[src/common/xc_params.svh]
`ifndef XC_PARAMS_SVH
`define XC_PARAMS_SVH

// ********************
// lane and counter sizing
// ********************

// number of photon input lanes
`define XC_NUM_LANES 4

// lane pairs for cross correlation, n*(n-1)/2
`define XC_NUM_PAIRS 6

// every auto, spectrum and cross counter has this width
`define XC_CNT_W 16

// taps per lane delay line, so tap selectors are 4 bits
`define XC_DELAY_DEPTH 16

// ********************
// packet framing
// ********************

`define XC_HDR_W 16

// header plus 14 counters of 16 bits each
`define XC_PKT_W 240
`define XC_PKT_NIBBLES 60

`endif

[src/common/xc_cmd_pkg.sv]
package xc_cmd_pkg;

	// generic view, the low nibble selects the operation
	typedef struct packed {
		logic [3:0] arg;
		logic [3:0] opcode;
	} xc_cmd_base_t;

	// delay group view, opcodes 4 to 7 carry a 3 bit slice of a tap value
	typedef struct packed {
		logic       sel_lag;
		logic [2:0] value;
		logic [1:0] opgroup;
		logic [1:0] part;
	} xc_cmd_delay_t;

	typedef union packed {
		xc_cmd_base_t  base;
		xc_cmd_delay_t dly;
	} xc_cmd_t;

	// ********************
	// opcodes
	// ********************
	localparam logic [3:0] OP_CLEAR     = 4'd0;
	localparam logic [3:0] OP_SET_INDEX = 4'd1;
	localparam logic [3:0] OP_SET_FLAGS = 4'd2;
	localparam logic [3:0] OP_CAPTURE   = 4'd13;

	// matched against the opgroup field only
	localparam logic [1:0] OP_DELAY_GROUP = 2'b01;

endpackage

[src/common/xc_data_pkg.sv]
`include "xc_params.svh"

package xc_data_pkg;

	// per lane conditioning flags and tap selection
	typedef struct packed {
		logic                                invert;
		logic                                edge_det;
		logic [$clog2(`XC_DELAY_DEPTH)-1:0] delay;
		logic [$clog2(`XC_DELAY_DEPTH)-1:0] lag;
	} xc_lane_cfg_t;

	// ascending ranges put lane 0 and pair 01 in the upper bits,
	// so they leave the serializer first
	typedef struct packed {
		logic [0:`XC_NUM_LANES-1][`XC_CNT_W-1:0] auto_cnt;
		logic [0:`XC_NUM_LANES-1][`XC_CNT_W-1:0] spec_cnt;
		logic [0:`XC_NUM_PAIRS-1][`XC_CNT_W-1:0] cross_cnt;
	} xc_counts_t;

endpackage

[src/correlator/correlator_core.sv]
`include "xc_params.svh"

module correlator_core (
	input  logic                                           RXIF,
	input  logic                                           rst,
	input  logic [`XC_NUM_LANES-1:0]                       pulses,
	input  xc_data_pkg::xc_lane_cfg_t [`XC_NUM_LANES-1:0] lane_cfg,
	input  logic                                           capturing,
	input  logic                                           frame_req,
	output xc_data_pkg::xc_counts_t                        snapshot,
	output logic                                           snap_valid
);

	localparam int N = `XC_NUM_LANES;
	localparam int D = `XC_DELAY_DEPTH;
	localparam int CNT_W = `XC_CNT_W;

	// tap 0 is the conditioner output itself, so only taps 1 and up are stored
	logic [D-1:1][N-1:0] line;
	logic [N-1:0][D-1:0] lane_taps;
	logic [N-1:0]              auto_hit;
	logic [N-1:0]              spec_hit;
	logic [`XC_NUM_PAIRS-1:0]  cross_hit;
	xc_data_pkg::xc_counts_t   counts;

	function automatic logic [CNT_W-1:0] sat_inc(
		input logic [CNT_W-1:0] cnt,
		input logic             hit
	);
		logic [CNT_W-1:0] res;
		res = cnt;
		if (hit && (cnt != {CNT_W{1'b1}})) begin
			res = cnt + 1'b1;
		end
		return res;
	endfunction

	// ********************
	// delay lines and taps
	// ********************
	always_ff @(posedge RXIF) begin
		if (rst) begin
			line <= '0;
		end else begin
			line <= {line[D-2:1], pulses};
		end
	end

	always_comb begin
		for (int a = 0; a < N; a++) begin
			lane_taps[a][0] = pulses[a];
			for (int k = 1; k < D; k++) begin
				lane_taps[a][k] = line[k][a];
			end
			auto_hit[a] = lane_taps[a][lane_cfg[a].delay];
			// the decoder keeps delay plus lag within the line
			spec_hit[a] = auto_hit[a] & lane_taps[a][lane_cfg[a].delay + lane_cfg[a].lag];
		end
	end

	// pair order 01,02,03,12,13,23
	for (genvar a = 0; a < N; a++) begin : g_pair_a
		for (genvar b = a + 1; b < N; b++) begin : g_pair_b
			localparam int PI = a * (2 * N - a - 1) / 2 + b - a - 1;
			assign cross_hit[PI] = auto_hit[a] & auto_hit[b];
		end
	end

	// ********************
	// counters and snapshot
	// ********************
	always_ff @(posedge RXIF) begin
		if (rst) begin
			counts <= '0;
			snap_valid <= 1'b0;
		end else begin
			snap_valid <= frame_req;
			if (frame_req) begin
				counts <= '0;
			end else if (capturing) begin
				for (int a = 0; a < N; a++) begin
					counts.auto_cnt[a] <= sat_inc(counts.auto_cnt[a], auto_hit[a]);
					counts.spec_cnt[a] <= sat_inc(counts.spec_cnt[a], spec_hit[a]);
				end
				for (int p = 0; p < `XC_NUM_PAIRS; p++) begin
					counts.cross_cnt[p] <= sat_inc(counts.cross_cnt[p], cross_hit[p]);
				end
			end
		end
	end

	always_ff @(posedge RXIF) begin
		if (frame_req) begin
			snapshot <= counts;
		end
	end

	// frame requests arrive as single cycle strobes
	a_snap_pulse: assert property (@(posedge RXIF) disable iff (rst)
		snap_valid |=> !snap_valid);

endmodule

[src/hdl/packet_serializer.sv]
`include "xc_params.svh"

module packet_serializer (
	input  logic                    RXIF,
	input  logic                    rst,
	input  xc_data_pkg::xc_counts_t snapshot,
	input  logic                    snap_valid,
	output logic [3:0]              tx_nibble,
	output logic                    tx_valid,
	output logic                    tx_last
);

	localparam int NIB_W = $clog2(`XC_PKT_NIBBLES);
	localparam logic [NIB_W-1:0] LAST_NIB = NIB_W'(`XC_PKT_NIBBLES - 1);

	// lane count minus one over counter width
	localparam logic [`XC_HDR_W-1:0] HEADER = {8'(`XC_NUM_LANES - 1), 8'(`XC_CNT_W)};

	logic [`XC_PKT_W-1:0] shift_q;
	logic [NIB_W-1:0]     nib_cnt;
	logic                 load;

	// a snapshot that shows up mid packet is dropped here
	assign load = snap_valid && !tx_valid;
	assign tx_nibble = shift_q[`XC_PKT_W-1 -: 4];

	always_ff @(posedge RXIF) begin
		if (rst) begin
			tx_valid <= 1'b0;
			tx_last <= 1'b0;
			nib_cnt <= '0;
		end else if (load) begin
			tx_valid <= 1'b1;
			tx_last <= 1'b0;
			nib_cnt <= '0;
		end else if (tx_valid) begin
			nib_cnt <= nib_cnt + 1'b1;
			tx_last <= (nib_cnt == LAST_NIB - 1'b1);
			if (nib_cnt == LAST_NIB) begin
				tx_valid <= 1'b0;
			end
		end
	end

	// ********************
	// payload shift register
	// ********************
	always_ff @(posedge RXIF) begin
		if (load) begin
			shift_q <= {HEADER, snapshot};
		end else if (tx_valid) begin
			shift_q <= {shift_q[`XC_PKT_W-5:0], 4'h0};
		end
	end

	a_last_in_packet: assert property (@(posedge RXIF) disable iff (rst)
		tx_last |-> tx_valid);

endmodule

[src/hdl/pulse_conditioner.sv]
`include "xc_params.svh"

module pulse_conditioner (
	input  logic                                           RXIF,
	input  logic                                           rst,
	input  logic [`XC_NUM_LANES-1:0]                       lanes_in,
	input  xc_data_pkg::xc_lane_cfg_t [`XC_NUM_LANES-1:0] lane_cfg,
	output logic [`XC_NUM_LANES-1:0]                       pulses
);

	logic [`XC_NUM_LANES-1:0] level;
	logic [`XC_NUM_LANES-1:0] level_q;
	logic [`XC_NUM_LANES-1:0] edge_sel;

	always_comb begin
		for (int i = 0; i < `XC_NUM_LANES; i++) begin
			level[i] = lanes_in[i] ^ lane_cfg[i].invert;
			edge_sel[i] = lane_cfg[i].edge_det;
		end
	end

	// level_q tracks the inverted input even while edge mode is off,
	// so switching modes gives no stale edge
	always_ff @(posedge RXIF) begin
		if (rst) begin
			level_q <= '0;
			pulses <= '0;
		end else begin
			level_q <= level;
			pulses <= (edge_sel & level & ~level_q) | (~edge_sel & level);
		end
	end

endmodule

[src/hdl/xc_cmd_decoder.sv]
`include "xc_params.svh"

module xc_cmd_decoder (
	input  logic                                           RXIF,
	input  logic                                           rst,
	input  xc_cmd_pkg::xc_cmd_t                            cmd,
	input  logic                                           cmd_valid,
	output xc_data_pkg::xc_lane_cfg_t [`XC_NUM_LANES-1:0] lane_cfg,
	output logic                                           capturing
);

	localparam int IDX_W = $clog2(`XC_NUM_LANES);
	localparam int TAP_W = $clog2(`XC_DELAY_DEPTH);
	localparam logic [TAP_W:0] TAP_MAX = (TAP_W+1)'(`XC_DELAY_DEPTH - 1);

	logic [IDX_W-1:0]                     lane_idx;
	logic [`XC_NUM_LANES-1:0][TAP_W-1:0] delay_stage;
	logic [`XC_NUM_LANES-1:0][TAP_W-1:0] lag_stage;

	logic             is_delay_cmd;
	logic [TAP_W-1:0] delay_next;
	logic [TAP_W-1:0] lag_next;
	logic [TAP_W-1:0] lag_clamped;
	logic [TAP_W:0]   tap_sum;

	// part 0 fills bits 2:0, part 1 fills bit 3 from value bit 0
	function automatic logic [TAP_W-1:0] merge_part(
		input logic [TAP_W-1:0] stage,
		input logic [1:0]       part,
		input logic [2:0]       value
	);
		logic [TAP_W-1:0] res;
		res = stage;
		case (part)
			2'd0: res[2:0] = value;
			2'd1: res[3] = value[0];
			default: res = stage;
		endcase
		return res;
	endfunction

	// ********************
	// staging update and clamp
	// ********************
	always_comb begin
		is_delay_cmd = (cmd.dly.opgroup == xc_cmd_pkg::OP_DELAY_GROUP);
		delay_next = delay_stage[lane_idx];
		lag_next = lag_stage[lane_idx];
		if (is_delay_cmd) begin
			if (cmd.dly.sel_lag) begin
				lag_next = merge_part(lag_stage[lane_idx], cmd.dly.part, cmd.dly.value);
			end else begin
				delay_next = merge_part(delay_stage[lane_idx], cmd.dly.part, cmd.dly.value);
			end
		end
		// the lag gives way so the spectrum tap stays inside the delay line
		tap_sum = {1'b0, delay_next} + {1'b0, lag_next};
		lag_clamped = (tap_sum > TAP_MAX) ? TAP_W'(TAP_MAX - {1'b0, delay_next}) : lag_next;
	end

	always_ff @(posedge RXIF) begin
		if (rst) begin
			lane_idx <= '0;
			delay_stage <= '0;
			lag_stage <= '0;
			lane_cfg <= '0;
			capturing <= 1'b0;
		end else if (cmd_valid) begin
			if (is_delay_cmd) begin
				delay_stage[lane_idx] <= delay_next;
				lag_stage[lane_idx] <= lag_next;
				lane_cfg[lane_idx].delay <= delay_next;
				lane_cfg[lane_idx].lag <= lag_clamped;
			end else begin
				case (cmd.base.opcode)
					xc_cmd_pkg::OP_CLEAR: begin
						delay_stage[lane_idx] <= '0;
						lag_stage[lane_idx] <= '0;
						lane_cfg[lane_idx].delay <= '0;
						lane_cfg[lane_idx].lag <= '0;
					end
					xc_cmd_pkg::OP_SET_INDEX: lane_idx <= cmd.base.arg[IDX_W-1:0];
					xc_cmd_pkg::OP_SET_FLAGS: begin
						lane_cfg[lane_idx].invert <= cmd.base.arg[0];
						lane_cfg[lane_idx].edge_det <= cmd.base.arg[1];
					end
					xc_cmd_pkg::OP_CAPTURE: capturing <= cmd.base.arg[0];
					default: ;
				endcase
			end
		end
	end

	// the correlator indexes delay plus lag without a range check
	for (genvar i = 0; i < `XC_NUM_LANES; i++) begin : g_tap_chk
		a_tap_range: assert property (@(posedge RXIF) disable iff (rst)
			({1'b0, lane_cfg[i].delay} + {1'b0, lane_cfg[i].lag}) <= TAP_MAX);
	end

endmodule

[src/hdl/xc_top.sv]
`include "xc_params.svh"

module xc_top (
	input  logic                     RXIF,
	input  logic                     rst,
	input  xc_cmd_pkg::xc_cmd_t      cmd,
	input  logic                     cmd_valid,
	input  logic [`XC_NUM_LANES-1:0] lanes_in,
	input  logic                     frame_req,
	output logic [3:0]               tx_nibble,
	output logic                     tx_valid,
	output logic                     tx_last,
	output logic                     capturing
);

	xc_data_pkg::xc_lane_cfg_t [`XC_NUM_LANES-1:0] lane_cfg;
	logic [`XC_NUM_LANES-1:0]                       pulses;
	xc_data_pkg::xc_counts_t                        snapshot;
	logic                                           snap_valid;

	// input side
	xc_cmd_decoder u_decoder (
		.RXIF(RXIF), .rst(rst), .cmd(cmd), .cmd_valid(cmd_valid),
		.lane_cfg(lane_cfg), .capturing(capturing)
	);

	pulse_conditioner u_conditioner (
		.RXIF(RXIF), .rst(rst), .lanes_in(lanes_in), .lane_cfg(lane_cfg), .pulses(pulses)
	);

	correlator_core u_core (
		.RXIF(RXIF), .rst(rst), .pulses(pulses), .lane_cfg(lane_cfg),
		.capturing(capturing), .frame_req(frame_req),
		.snapshot(snapshot), .snap_valid(snap_valid)
	);

	// output side
	packet_serializer u_serializer (
		.RXIF(RXIF), .rst(rst), .snapshot(snapshot), .snap_valid(snap_valid),
		.tx_nibble(tx_nibble), .tx_valid(tx_valid), .tx_last(tx_last)
	);

endmodule

[config.mk]
export PLATFORM = sky130hd
export DESIGN_NAME = xc_top
export DESIGN_NICKNAME = d
export VERILOG_FILES = /design/src/common/xc_cmd_pkg.sv /design/src/common/xc_data_pkg.sv /design/src/correlator/correlator_core.sv /design/src/hdl/packet_serializer.sv /design/src/hdl/pulse_conditioner.sv /design/src/hdl/xc_cmd_decoder.sv /design/src/hdl/xc_top.sv
export VERILOG_INCLUDE_DIRS = /design/src /design/src/common
export SDC_FILE = /design/constraint.sdc
export NUM_CORES = 1
export LEC_CHECK = 0
export ABC_CLOCK_PERIOD_IN_PS = 16570
export BUFFER_PORTS_ARGS = -buffer_cell sky130_fd_sc_hd__buf_2
export CORE_ASPECT_RATIO = 2
export CORE_MARGIN = 4
export CORE_UTILIZATION = 30
export DETAILED_ROUTE_END_ITERATION = 7
export GPL_ROUTABILITY_DRIVEN = 1
export PLACE_DENSITY = 0.49
export SETUP_SLACK_MARGIN = 0.5
export SLEW_MARGIN = 10
export SYNTH_ARGS = -nofsm -noshare
export SYNTH_HDL_FRONTEND = slang
export SYNTH_SLANG_ARGS = --single-unit
[constraint.sdc]
create_clock -name RXIF -period 16.57 [get_ports RXIF]
set_input_delay 0.8285 -clock RXIF [delete_from_list [all_inputs] [get_ports RXIF]]
set_output_delay 0.8285 -clock RXIF [all_outputs]
set_load 0.02 [all_outputs]
== Word-level counts from Yosys, hierarchy flattened ==
Cells that the tools add are included.

* Input bits: 16
* Flip-flop bits (word level): 840
* Output and inout port bits: 7
* Word-level logic and storage cells: 254

* Mux-type cells: 58
* Bitwise operators: 24
* Reduce and logical (&&, ||, !) cells: 42
* Magnitude comparators: 11
* Add/sub/neg operators: 21
* Equal/unequal tests: 21

{| class="wikitable"
|+ Operator list
! cell !! count
|-
| two-way mux 224 bit || 2
|-
| bitwise mux 40 bit || 6
|-
| adder 16 x 1 -> 16 bit (second input constant) || 14
|-
| inequality test 16 bit (second input constant) || 14
|-
| demux 10 bit (select 2 bit) || 4
|-
| case mux 40 bit (2 select lines) || 1
|-
| two-way mux 16 bit || 4
|-
| < comparator 4 x 5 -> 1 bit (second input constant) || 8
|-
| two-way mux 40 bit || 1
|-
| two-way mux 4 bit || 9
|-
| bitwise AND 16 bit || 2
|-
| binary-select mux 1 bit (select 4 bit) || 8
|-
| bitwise mux 16 bit || 2
|-
| AND reduction 2 bit || 16
|-
| adder 4 bit || 4
|-
| binary-select mux 4 bit (select 2 bit) || 2
|-
| logical AND 1 bit || 16
|-
| inverter 16 bit || 1
|-
| two-way mux 1 bit || 13
|-
| bitwise AND 4 bit || 3
|-
| == test 6 bit (second input constant) || 2
|-
| bitwise AND 1 bit || 10
|-
| two-way mux 10 bit || 1
|-
| two-way mux 9 bit || 1
|-
| other kinds (24) || 33
|}

== Longest topological paths before layout ==
Gate-level depths: netlist of run 1.

* Depth in word-level cells: 10
* Mapped depth: 11
* Depth with buffers taken out: 11

== By module ==
From an unflattened synthesis of run 1, not the netlist that was laid out.

* Cells, all modules: 2767
* Area total of the unflattened synthesis: 35288.8 sq um

{| class="wikitable"
|+ By module, submodules not included
! module !! seq. area each (sq um) !! area an instance (sq um) !! instances !! cells an instance
|-
| correlator_core || 12431.9 || 20597.3 || 1 || 1786
|-
| packet_serializer || 7206.9 || 11026.8 || 1 || 585
|-
| xc_cmd_decoder || 1501.4 || 3393.3 || 1 || 375
|-
| pulse_conditioner || 160.2 || 271.5 || 1 || 21
|}

== Least setup slack after synthesis of run 1 ==
Ideal clock, no wire load.

* Path kind: register -> register
* From: reg u_serializer.tx_valid
* To: reg u_serializer.shift_q[0] (enable)
* Path buffers: 1
* Period minus slack after synthesis: 5804 ps
* Library setup time: 576 ps
* Stages on the path, launching flop included: 4
* Arrival: 5228 ps
* Required time: 15994 ps
* Path slack: 10766 ps
* Cell sequence: dfxtp_1 -> clkbuf_1 -> nor2_1 -> inv_1

* Cells in the longest elaborated chain, start to end: 3

{| class="wikitable"
|+ RTL lines
! element !! line !! text
|-
| start, declared || packet_serializer.sv:9 || <nowiki>output logic tx_valid,</nowiki>
|-
| start signal, assigned || packet_serializer.sv:29 || <nowiki>tx_valid <= 1'b0;</nowiki>
|-
| start signal, assigned || packet_serializer.sv:33 || <nowiki>tx_valid <= 1'b1;</nowiki>
|-
| start signal, assigned || packet_serializer.sv:40 || <nowiki>tx_valid <= 1'b0;</nowiki>
|-
| logical NOT 1 bit || packet_serializer.sv:24 || <nowiki>assign load = snap_valid && !tx_valid;</nowiki>
|-
| logical AND 1 bit || packet_serializer.sv:24 ||
|-
| nonzero test 2 bit (no source line) (*) || -- ||
|-
| end signal, assigned || packet_serializer.sv:50 || <nowiki>shift_q <= {HEADER, snapshot};</nowiki>
|-
| end signal, assigned || packet_serializer.sv:52 || <nowiki>shift_q <= {shift_q[`XC_PKT_W-5:0], 4'h0};</nowiki>
|-
| end, declared || packet_serializer.sv:19 || <nowiki>logic [`XC_PKT_W-1:0] shift_q;</nowiki>
|}

Mark *: on every way between the ends. The rest lies on a longest branch, timed or not.
A chain may end at the register's enable or synchronous reset.

== Worst setup path in the final report of run 1 ==
* From: reg u_decoder.lane_idx[0]
* To: reg, netlist name u_decoder.lane_cfg[13]

* Cells in the longest elaborated chain, start to end: 10
* Elaborated cells between the ends (all ways): 32
* Classes of those cells: add/sub: 2; order compare: 3; mux: 26; reduce/logical: 1

{| class="wikitable"
|+ RTL lines
! element !! line !! text
|-
| start, declared || xc_cmd_decoder.sv:16 || <nowiki>logic [IDX_W-1:0] lane_idx;</nowiki>
|-
| start signal, assigned || xc_cmd_decoder.sv:82 || <nowiki>xc_cmd_pkg::OP_SET_INDEX: lane_idx <= cmd.base.arg[IDX_W-1:0];</nowiki>
|-
| binary-select mux 4 bit (select 2 bit) (on tied branches) || -- ||
|-
| two-way mux 4 bit (on tied branches) || -- ||
|-
| two-way mux 3 bit or two-way mux 1 bit (tied branches) || xc_cmd_decoder.sv:34 || <nowiki>case (part)</nowiki>
|-
| two-way mux 4 bit || xc_cmd_decoder.sv:50 || <nowiki>if (cmd.dly.sel_lag) begin</nowiki>
|-
| two-way mux 4 bit || xc_cmd_decoder.sv:49 || <nowiki>if (is_delay_cmd) begin</nowiki>
|-
| adder 4 x 4 -> 5 bit || xc_cmd_decoder.sv:57 || <nowiki>tap_sum = {1'b0, delay_next} + {1'b0, lag_next};</nowiki>
|-
| > comparator 5 x 4 -> 1 bit || xc_cmd_decoder.sv:58 || <nowiki>lag_clamped = (tap_sum > TAP_MAX) ? TAP_W'(TAP_MAX - {1'b0, delay_next}) : lag_next;</nowiki>
|-
| two-way mux 4 bit || xc_cmd_decoder.sv:58 ||
|-
| bitwise mux 40 bit || xc_cmd_decoder.sv:73 || <nowiki>lane_cfg[lane_idx].lag <= lag_clamped;</nowiki>
|-
| two-way mux 40 bit (*) || xc_cmd_decoder.sv:69 || <nowiki>if (is_delay_cmd) begin</nowiki>
|}

Mark *: on every way between the ends. The rest lies on a longest branch, timed or not. The select of a mux whose other input is x is not followed.

==> results of run 1 <==
## cells in the mapped netlist, types with 22 or more instances
cell type,instances
edfxtp_1,448
dfxtp_1,392
nor2_1,238
mux2_2,232
nand2_1,227
a21oi_1,112
nand3_1,106
xor2_1,106
clkbuf_1,103
nand4_1,68
nor2b_1,67
xnor2_1,62
o21ai_0,46
inv_1,41
mux2i_1,40
and3_1,39
mux4_2,39
nor3_1,33
or3_1,32
ha_1,31
and2_1,25
and4_1,22
nor4_1,22
## layer usage
layer  track usage  part of all wire
met3       0.01868             0.028
met4       0.06468             0.052
met2        0.2400              0.57
met5             0                 0
met1        0.1152              0.35
## power breakdown
| part | total [mW] | switching (mW) | internal (mW) |
|---|---|---|---|
| combinational | 0.164 | 0.0964 | 0.0672 |
| clock | 1.86 | 0.816 | 1.04 |
| sequential | 2.32 | 0.0283 | 2.29 |
## layout make-up
class | instances | share of cell area
clock buffer | 103 | 0.05723
timing repair buffer | 44 | 0.007853
multi-input combinational | 1680 | 0.3121
inverter | 41 | 0.004221
clock inverter | 45 | 0.01256
tap | 1496 | 0.04895
sequential | 840 | 0.5570
antenna | 1 | 0.00006544
## critical path: cells and delay by family, from the launching register on
kind / cells / cell delay, ps
flip-flops: 1 / 830
AO/OA/AOI/OAI: 3 / 1030
adder cells (fa/ha/maj): 2 / 580
multiplexers: 3 / 1100
AND/OR/NAND/NOR: 2 / 210
## flip-flops by register name, summed over array words and instances (netlist names), 2 cells and up
| register | flops |
|---|---|
| u_decoder.delay_stage | 16 |
| u_conditioner.level_q | 4 |
| u_core.counts | 224 |
| u_serializer.nib_cnt | 6 |
| u_core.lane_taps | 60 |
| u_core.snapshot | 224 |
| u_serializer.shift_q | 240 |
| u_decoder.lane_cfg | 40 |
| u_conditioner.pulses | 4 |
| u_decoder.lag_stage | 16 |
| u_decoder.lane_idx | 2 |
## kinds of logic after synthesis
group                    Yosys count  share of synthesized area
flip-flops                       840                     0.6283
buffers and inverters            166                    0.02019
adder cells (fa/ha/maj)           36                    0.01439
XOR/XNOR                         170                    0.04436
AND/OR/NAND/NOR                  938                     0.1389
AO/OA/AOI/OAI                    225                    0.03905
multiplexers                     311                     0.1148
## worst max-delay path by stage
stage	to	slack (ps)	cells past startpoint
after floorplan	u_serializer.shift_q[0]$_SDFFCE_PN0P_	10770	3
after global placement	u_decoder.lane_cfg[33]$_SDFFE_PP0P_	12740	12
after detailed placement	u_decoder.lane_cfg[13]$_SDFFE_PP0P_	12690	12
after CTS	u_decoder.lane_cfg[13]$_SDFFE_PP0P_	12720	10
after global routing	u_decoder.lane_cfg[13]$_SDFFE_PP0P_	12350	10
final	u_decoder.lane_cfg[13]$_SDFFE_PP0P_	12740	10
## through the flow
stage,util,power [mW],setup WS [ps],hold slack (ps),cells
global route,0.3404,4.514,12350,431.7,4250
CTS,0.3404,4.429,12720,363.8,4249
floorplan,-,2.473,10770,392.8,2686
detailed placement,0.3166,2.534,12690,405.4,4101
finish,0.3404,4.339,12740,412.0,4250
global placement,0.3166,2.529,12740,408.1,4101
==> flow_summary.yaml, run 1 <==
status:
  status: "complete, no violations"
synthesis:
  synthesis.nets: 2738
  ys_warn_count: 0
  yosysTopAreaCell: "edfxtp_1"
  ys_async_sr_fraction: 0
  syn-cell-area_um2: 33900
  synthFlopType: "edfxtp_1"
  ys_seq_elements: 840
  postSynthAreaPerCell_um2: 12.62
  synth_top_area_share: 0.3968
  synth_cell_type_count: 70
  synth-edff-count: 448
  synth_area_leaders: "edfxtp_1 (40%), dfxtp_1 (23%), mux2_2 (7.7%)"
  ys_seq_area_frac: 0.6283
  synthCells: 2686
timing:
  skew_ps: 19.30
  fmax_mhz: 261.4
  fin_crit_sh: 0.2309
  tns_ps: 0
  rsz0062_at_grt: "false"
  finalHoldViolCount: 0
  tightest_slew_ps: 1011
  slew_violations: 0
  relSlewSlack: 0.3257
  period_needed_ps: 3826
  setup_viol: 0
placed_design:
  portBuffers: 22
  finalWeightedCongestion: 0.8575
  hpwlAfterDp_um: 47930
  place_area_um2: 35570
detailed_routing:
  avgRoutedWirePerCell_um: 16.89
  drc: 0
  drtIter0Drc: 1091
  detail-route-antenna-nets: 0
  via_per_inst: 4.709
  vias: 20013
  drt-pass1-iter-count: 5
  wirelength_um: 71780
clocking:
  cts_sinks: 840
  cts_tree: "yes"
  cts_buffer_depth: 3
  clk_latency_ps: 670
  path_clk_slew_ps: 60
  cts_resized: 0
  cts_max_level: 3
  cts_setup_buffers: 0
  ctsHoldBuffers: 0
  cts_buffers: 79
  cts-root-buf: "clkbuf_16"
finish:
  layout_common_cells: "edfxtp_1 (448), dfxtp_1 (392), nor2_1 (237)"
  seqCellArea_um2: 21300
  final_nets: 2738
  fillers: 11112
  syn2layout_area_growth_pct: 12.80
  mostFrequentLayoutCell: "edfxtp_1"
  layout-drive-gt1-share: 0.1744
  multiInputGateArea_um2: 11940
  postLayoutCellArea_um2: 38240
worst_setup_path:
  cpPeakStageDelay_ps: 830
  path_cells: "mux4_2 -> mux2_2 -> ha_1 -> fa_1 -> a21o_1 -> a21oi_1 -> nand2_1 -> a21boi_0 -> mux2i_1 -> nor2_1"
  path_class: "reg2reg"
  startpoint: "u_decoder.lane_idx[0]$_SDFFE_PP0P_"
  cp_max_fo: 16
  cp-end-kind: "flop"
  rr_worst_depth: 10
  worstPathRequired_ps: 17150
  r2r-start: "u_decoder.lane_idx[0]$_SDFFE_PP0P_"
  rrSetupSlack_ps: 12740
  slowest_stage: "dfxtp_1"
  crit_arrival_ps: 4400
  startpoint_type: "flop"
  regToRegEndpoint: "u_decoder.lane_cfg[13]$_SDFFE_PP0P_"
floorplan:
  dieArea_um2: 118800
  ioPinCount: 23
  initial_core_util: 0.3018
  die_w_um: 245.7
  num_rows: 174
  core-area_um2: 112300
  die_h_um: 483.4
power_and_ir_drop:
  powerDensity_nw_per_um2: 113.5
  peakVddDrop_uv: 89.98
  leakage_nw: 12.85
global_routing:
  grt_first_pass_wirelength_um: 114400
  grt_pass1_vias: 21099
  grt_start_max_net_pins: 130
  overflow: 0
  grt_usage: 0.1204
  antenna_found_initial: 1
flow_run:
  cap_viol_max_count: 0
min_path:
  min_to: "u_conditioner.pulses[3]$_SDFF_PP0_"
  hold_start: "u_conditioner.level_q[3]$_SDFF_PP0_"
  hold_path_class: "reg2reg"
  holdPathStages: 1
Note: power is estimated with default switching activity, not from simulation.
==> inputs of run 2 (changes only) <==
--- a/config.mk
+++ b/config.mk
@@ -6,7 +6,8 @@
 export SDC_FILE = /design/constraint.sdc
 export NUM_CORES = 1
 export LEC_CHECK = 0
-export ABC_CLOCK_PERIOD_IN_PS = 16570
+export ABC_AREA = 1
+export ABC_CLOCK_PERIOD_IN_PS = 3700
 export BUFFER_PORTS_ARGS = -buffer_cell sky130_fd_sc_hd__buf_2
 export CORE_ASPECT_RATIO = 2
 export CORE_MARGIN = 4
==> constraint.sdc (replaced) <==
create_clock -name RXIF -period 3.7 [get_ports RXIF]
set_input_delay 0.185 -clock RXIF [delete_from_list [all_inputs] [get_ports RXIF]]
set_output_delay 0.185 -clock RXIF [all_outputs]
set_load 0.02 [all_outputs]
==> run 2 against run 1 <==
Combinational power rose to 5.4 times the previous value. Highest routed layer unchanged. Core utilization fell by 0.074 points. Largest power group unchanged. Design area rose by 9.4%. Area after synthesis rose by 10%. Clock skew rose by 2.6 ps. Worst setup slack got worse by 12000 ps. Register-to-register slack got worse by 12000 ps. Critical endpoint unchanged. Critical path depth rose by 4. Sequential share of layout area fell by 4.8 points. Maximum frequency rose by 35%. Sequential cell count did not move. First-iteration DRC count rose by 21%.
==> flow_summary.yaml, run 2 <==
status:
  status: "complete, no violations"
timing:
  holdWs_ps: 79.40
  fmax_mhz: 352.5
  setup_viol: 0
  relSlewSlack: 0.2612
  rsz0062_at_grt: "false"
  worst_slack_ps: 862.8
  finalHoldViolCount: 0
  period_needed_ps: 2837
  tightest_slew_ps: 1104
  fin_crit_sh: 0.7668
  slew_violations: 0
  tns_ps: 0
  skew_ps: 21.94
synthesis:
  synth_top_area_share: 0.3607
  ys_seq_area_frac: 0.5711
  synth-edff-count: 448
  synthMuxAreaShare: 0.06642
  synth_top_family_by_area: "simple AND/OR/NAND/NOR gates"
  synth_cell_type_count: 45
  yosysTopAreaCell: "edfxtp_1"
  synthSimpleGateAreaFrac: 0.2020
  ys_async_sr_fraction: 0
  synth_area_leaders: "edfxtp_1 (36%), dfxtp_1 (21%), nand2_1 (8.4%)"
  ys_warn_count: 0
  syn-cell-area_um2: 37300
  synthFlopType: "edfxtp_1"
  synthCells: 3798
  synthesis.nets: 3850
  synthAdderAreaFrac: 0.01308
  synthTopCellsByCount: "nand2_1 (833), edfxtp_1 (448), dfxtp_1 (392)"
  yosysMostFrequentCell: "nand2_1"
  synth_xor_area_frac: 0.04532
  synth-compound-area-share: 0.04958
  ys_seq_elements: 840
  postSynthAreaPerCell_um2: 9.820
global_routing:
  antenna_found_initial: 1
  overflow: 0
  grt_usage: 0.1369
  grt_pass1_vias: 25969
  grt_start_max_net_pins: 107
  grt_first_pass_wirelength_um: 143000
clocking:
  cts_tree: "yes"
  path_clk_slew_ps: 70
  cts-root-buf: "clkbuf_16"
  cts_max_level: 3
  clk_latency_ps: 640
  cts_buffer_depth: 3
  cts_resized: 0
  cts_buffers: 75
  cts_sinks: 840
finish:
  syn2layout_area_growth_pct: 12.19
  top_register: "u_serializer.shift_q"
  seqCellArea_um2: 21300
  layout-drive-gt1-share: 0.1326
  multiInputGateArea_um2: 14060
  instances_no_fill: 5542
  reg_top3: "u_serializer.shift_q (240), u_core.counts (224), u_core.snapshot (224)"
  layout_common_cells: "nand2_1 (833), edfxtp_1 (448), dfxtp_1 (392)"
  largest_register_ffs: 240
  fillers: 12561
  final_nets: 3877
  mostFrequentLayoutCell: "nand2_1"
floorplan:
  num_rows: 182
  die_w_um: 257.3
  dieArea_um2: 130400
  initial_core_util: 0.3027
  core-area_um2: 123200
  ioPinCount: 23
  die_h_um: 506.6
detailed_routing:
  detail-route-antenna-nets: 0
  wirelength_um: 90760
  vias: 25610
  via_per_inst: 4.621
  drc: 0
  avgRoutedWirePerCell_um: 16.38
  drt-pass1-iter-count: 7
  drtIter0Drc: 1315
placed_design:
  finalWeightedCongestion: 0.8839
  pre_cts_ws_ps: 864.1
  place_inst: 5390
  hpwlAfterDp_um: 62730
  portBuffers: 22
min_path:
  hold_path_class: "in2reg"
  hold_start: "cmd[0]"
worst_setup_path:
  cp_max_fo: 9
  critPathMostFrequentCell: "nand2_1"
  cp-end-kind: "flop"
  crit_arrival_ps: 3330
  r2r-start: "u_decoder.lane_idx[1]$_SDFFE_PP0P_"
  startpoint: "u_decoder.lane_idx[1]$_SDFFE_PP0P_"
  worstPathRequired_ps: 4190
  startpoint_type: "flop"
  cp.buffers_inverters: 3
  path_cells: "nand2_1 -> clkinv_1 -> nand2_1 -> nand4_1 -> o21ai_0 -> inv_1 -> ha_1 -> nand2_1 -> nand2_1 -> a31o_2 -> inv_1 -> nand2_1 -> nand3_1 -> a21oi_1"
  path_delay_family: "simple AND/OR/NAND/NOR gates"
  rrSetupSlack_ps: 860
  path_class: "reg2reg"
  slowest_stage: "dfxtp_1"
  cpPeakStageDelay_ps: 360
power_and_ir_drop:
  leakage_nw: 14.50
  powerDensity_nw_per_um2: 464.3
  peakVddDrop_uv: 385.7
flow_run:
  cap_viol_max_count: 0
[run 2: path summary, 6_finish.rpt]
check,end,depth (start not counted)
setup / recovery,u_decoder.lane_cfg[13]$_SDFFE_PP0P_,14
hold / removal,u_decoder.capturing$_SDFFE_PP0P_,4
setup reg to reg,u_decoder.lane_cfg[13]$_SDFFE_PP0P_,14
hold reg to reg,u_conditioner.pulses[0]$_SDFF_PP0_,1
[run 2: final cells by class]
cell class | instances | area share
flip-flops and latches | 840 | 0.5090
multi-input cells | 2512 | 0.3360
clock buffers | 104 | 0.05251
well taps | 1656 | 0.04952
inverters | 327 | 0.03005
repair buffers | 69 | 0.01459
clock inverters | 33 | 0.008282
diodes | 1 | 0.00005980
[run 2: repair_timing]
item | CTS | global route
endpoints found under the hold margin | 54 | 0
hold buffers | 14 | 0
buffers inserted | 0 | 0
[run 2: through the flow]
stage	power, mW	cell area (µm²)	util
CTS	19.80	41840	0.3396
floorplan	11.09	37300	-
global route	20.22	41850	0.3397
finish	19.43	41850	0.3397
global placement	11.46	39160	0.3179
detailed placement	11.47	39160	0.3179
[run 2: kinds of logic after synthesis]
group | after synthesis
AND/OR/NAND/NOR | 1710
multiplexers | 220
flip-flops | 840
XOR/XNOR | 193
AO/OA/AOI/OAI | 353
buffers and inverters | 446
adder cells (fa/ha/maj) | 36
[run 2: per-layer routing]
| metal | GRT usage | part of all wire | wire length [µm] | up-vias |
|---|---|---|---|---|
| li1 | - | - | - | 12758 |
| met1 | 0.1278 | 0.34 | 31100 | 12230 |
| met2 | 0.2862 | 0.58 | 52900 | 431 |
| met3 | 0.01728 | 0.028 | 2566 | 191 |
| met4 | 0.06441 | 0.046 | 4180 | 0 |
| met5 | 0 | 0 | 0 | - |
[run 2: report_power, final]
group | internal [mW] | switching, mW | total, mW
logic | 0.336 | 0.547 | 0.883
clock network | 4.66 | 3.53 | 8.19
registers | 10.2 | 0.114 | 10.4
total | 15.2 | 4.19 | 19.4
[run 2: tightest hold or removal path, cell delays in order]
cell     delay [ps]
buf_2           100
nand2_1         110
nor2_1          160
a21oi_1         110
==> inputs of run 3 (changes only) <==
--- a/config.mk
+++ b/config.mk
@@ -7,14 +7,14 @@
 export NUM_CORES = 1
 export LEC_CHECK = 0
 export ABC_AREA = 1
-export ABC_CLOCK_PERIOD_IN_PS = 3700
+export ABC_CLOCK_PERIOD_IN_PS = 2450
 export BUFFER_PORTS_ARGS = -buffer_cell sky130_fd_sc_hd__buf_2
 export CORE_ASPECT_RATIO = 2
 export CORE_MARGIN = 4
 export CORE_UTILIZATION = 30
 export DETAILED_ROUTE_END_ITERATION = 7
 export GPL_ROUTABILITY_DRIVEN = 1
-export PLACE_DENSITY = 0.49
+export PLACE_DENSITY = 0.5
 export SETUP_SLACK_MARGIN = 0.5
 export SLEW_MARGIN = 10
 export SYNTH_ARGS = -nofsm -noshare
==> constraint.sdc (replaced) <==
create_clock -name RXIF -period 2.45 [get_ports RXIF]
set_input_delay 0.1225 -clock RXIF [delete_from_list [all_inputs] [get_ports RXIF]]
set_output_delay 0.1225 -clock RXIF [all_outputs]
set_load 0.02 [all_outputs]
==> run 3 against run 2 <==
Die area is the same. Sequential share of layout area shrank 3.0 points. Clock power grew 59%. Routed wire length grew 0.95%. First-iteration DRC count shrank 30%. Core utilization grew 2.2 points. Combinational power grew 65%. Register-to-register slack lost 720 ps. Critical path depth shrank 2. Clock skew grew 1.5 ps. Largest cell class unchanged. Largest power group unchanged. Highest routed layer unchanged.
==> flow_summary.yaml, run 3 (same netlist as run 2, synthesis figures left out) <==
finish:
  reg_top3: "u_serializer.shift_q (240), u_core.counts (224), u_core.snapshot (224)"
  layout-drive-gt1-share: 0.2204
  mostFrequentLayoutCell: "nand2_1"
  final_nets: 3999
  largest_register_ffs: 240
  layout_common_cells: "nand2_1 (783), edfxtp_1 (448), dfxtp_1 (361)"
  top_register: "u_serializer.shift_q"
  postLayoutCellArea_um2: 44550
  final_core_utilization: 0.3616
  syn2layout_area_growth_pct: 19.45
  instances_no_fill: 5667
timing:
  fmax_mhz: 432.9
  holdWs_ps: 88.24
  fin_crit_sh: 0.9429
  slew_violations: 0
  relSlewSlack: 0.4432
  tns_ps: 0
  period_needed_ps: 2310
  skew_ps: 23.47
  tightest_slew_ps: 835.2
  worst_slack_ps: 139.9
  setup_viol: 0
  rsz0062_at_grt: "true"
  finalHoldViolCount: 0
worst_setup_path:
  cp.buffers_inverters: 2
  path_class: "reg2reg"
  slowest_stage: "dfxtp_4"
  cpPeakStageDelay_ps: 420
  path_cells: "nor2_4 -> a22oi_2 -> nand4_1 -> nand2_1 -> inv_2 -> ha_4 -> fa_2 -> a31o_4 -> nand3_4 -> buf_6 -> nand3_2 -> a21oi_2"
  worstPathRequired_ps: 3020
  crit_arrival_ps: 2880
  cp-end-kind: "flop"
  startpoint_type: "flop"
  cp_max_fo: 8
  path_delay_family: "compound AO/OA/AOI/OAI gates"
floorplan:
  num_rows: 182
  core-area_um2: 123200
  ioPinCount: 23
  die_w_um: 257.3
  initial_core_util: 0.3027
  dieArea_um2: 130400
  die_h_um: 506.6
detailed_routing:
  drt-pass1-iter-count: 5
  vias: 26176
  avgRoutedWirePerCell_um: 16.17
  drtIter0Drc: 925
  detail-route-antenna-nets: 0
  drc: 0
  via_per_inst: 4.619
  wirelength_um: 91620
global_routing:
  grt_usage: 0.1376
  grt_first_pass_wirelength_um: 144000
  grt_pass1_vias: 26564
  overflow: 0
  grt_start_max_net_pins: 102
  antenna_found_initial: 1
status:
  status: "complete, no violations"
placed_design:
  portBuffers: 22
  pre_cts_ws_ps: -0.6470
  place_inst: 5449
  hpwlAfterDp_um: 63020
  place_area_um2: 39930
  finalWeightedCongestion: 0.8742
power_and_ir_drop:
  leakage_nw: 15.88
  powerDensity_nw_per_um2: 675.7
  peakVddDrop_uv: 795.7
  power_mw: 30.10
flow_run:
  cap_viol_max_count: 0
clocking:
  cts_tree: "yes"
  cts_sinks: 840
  clk_latency_ps: 660
  cts_buffer_depth: 3
  path_clk_slew_ps: 60
  cts-root-buf: "clkbuf_16"
  cts_buffers: 76
  cts_max_level: 3
min_path:
  hold_path_class: "in2reg"
-- run 3: layer usage --
| metal | share of wire | up-vias | GRT usage | routed length (µm) |
|---|---|---|---|---|
| met2 | 0.57 | 406 | 0.2784 | 52500 |
| met4 | 0.050 | 0 | 0.07014 | 4582 |
| li1 | - | 13041 | - | - |
| met1 | 0.35 | 12513 | 0.1334 | 32100 |
| met3 | 0.027 | 216 | 0.01838 | 2430 |
| met5 | 0 | - | 0 | 0 |
-- run 3: final timing paths --
check | start | end | slack, ps | depth (start not counted)
worst max-delay path | u_decoder.lane_idx[1]$_SDFFE_PP0P_ | u_decoder.lane_cfg[30]$_SDFFE_PP0P_ | 140 | 12
worst min-delay path | cmd[1] | u_decoder.capturing$_SDFFE_PP0P_ | 90 | 5
worst max register to register | u_decoder.lane_idx[1]$_SDFFE_PP0P_ | u_decoder.lane_cfg[30]$_SDFFE_PP0P_ | 140 | 12
worst min register to register | u_conditioner.level_q[2]$_SDFF_PP0_ | u_conditioner.pulses[2]$_SDFF_PP0_ | 420 | 1
-- run 3: cell type report --
| type | count | area [µm²] |
|---|---|---|
| fill | 12408 | 78640 |
| timing repair inverter | 1 | 7.507 |
| timing repair buffer | 184 | 1829 |
| clock inverter | 48 | 611.8 |
| clock buffer | 93 | 2101 |
| sequential | 840 | 21360 |
| tap | 1656 | 2072 |
| antenna | 1 | 2.502 |
| multi-input combinational | 2517 | 15250 |
| inverter | 327 | 1319 |
-- run 3: report_power, final --
part           internal (mW)  switching (mW)
Sequential              15.5           0.193
Clock                   7.45            5.55
Combinational          0.599           0.863
-- run 3: timing repair --
item                                    in CTS  in global routing
gates resized for setup                     84                205
gates cloned                                 3                  5
pin swaps                                   29                 90
buffers inserted                            19                 33
hold buffers                                16                  0
hold endpoints to repair                    51                  0
endpoints found under the setup margin     266                238
-- run 3: worst min-delay path, stage by stage --
cell and delay, ps:
buf_2 100, inv_1 60, nand2_1 120, nor2_1 160, a21oi_1 110
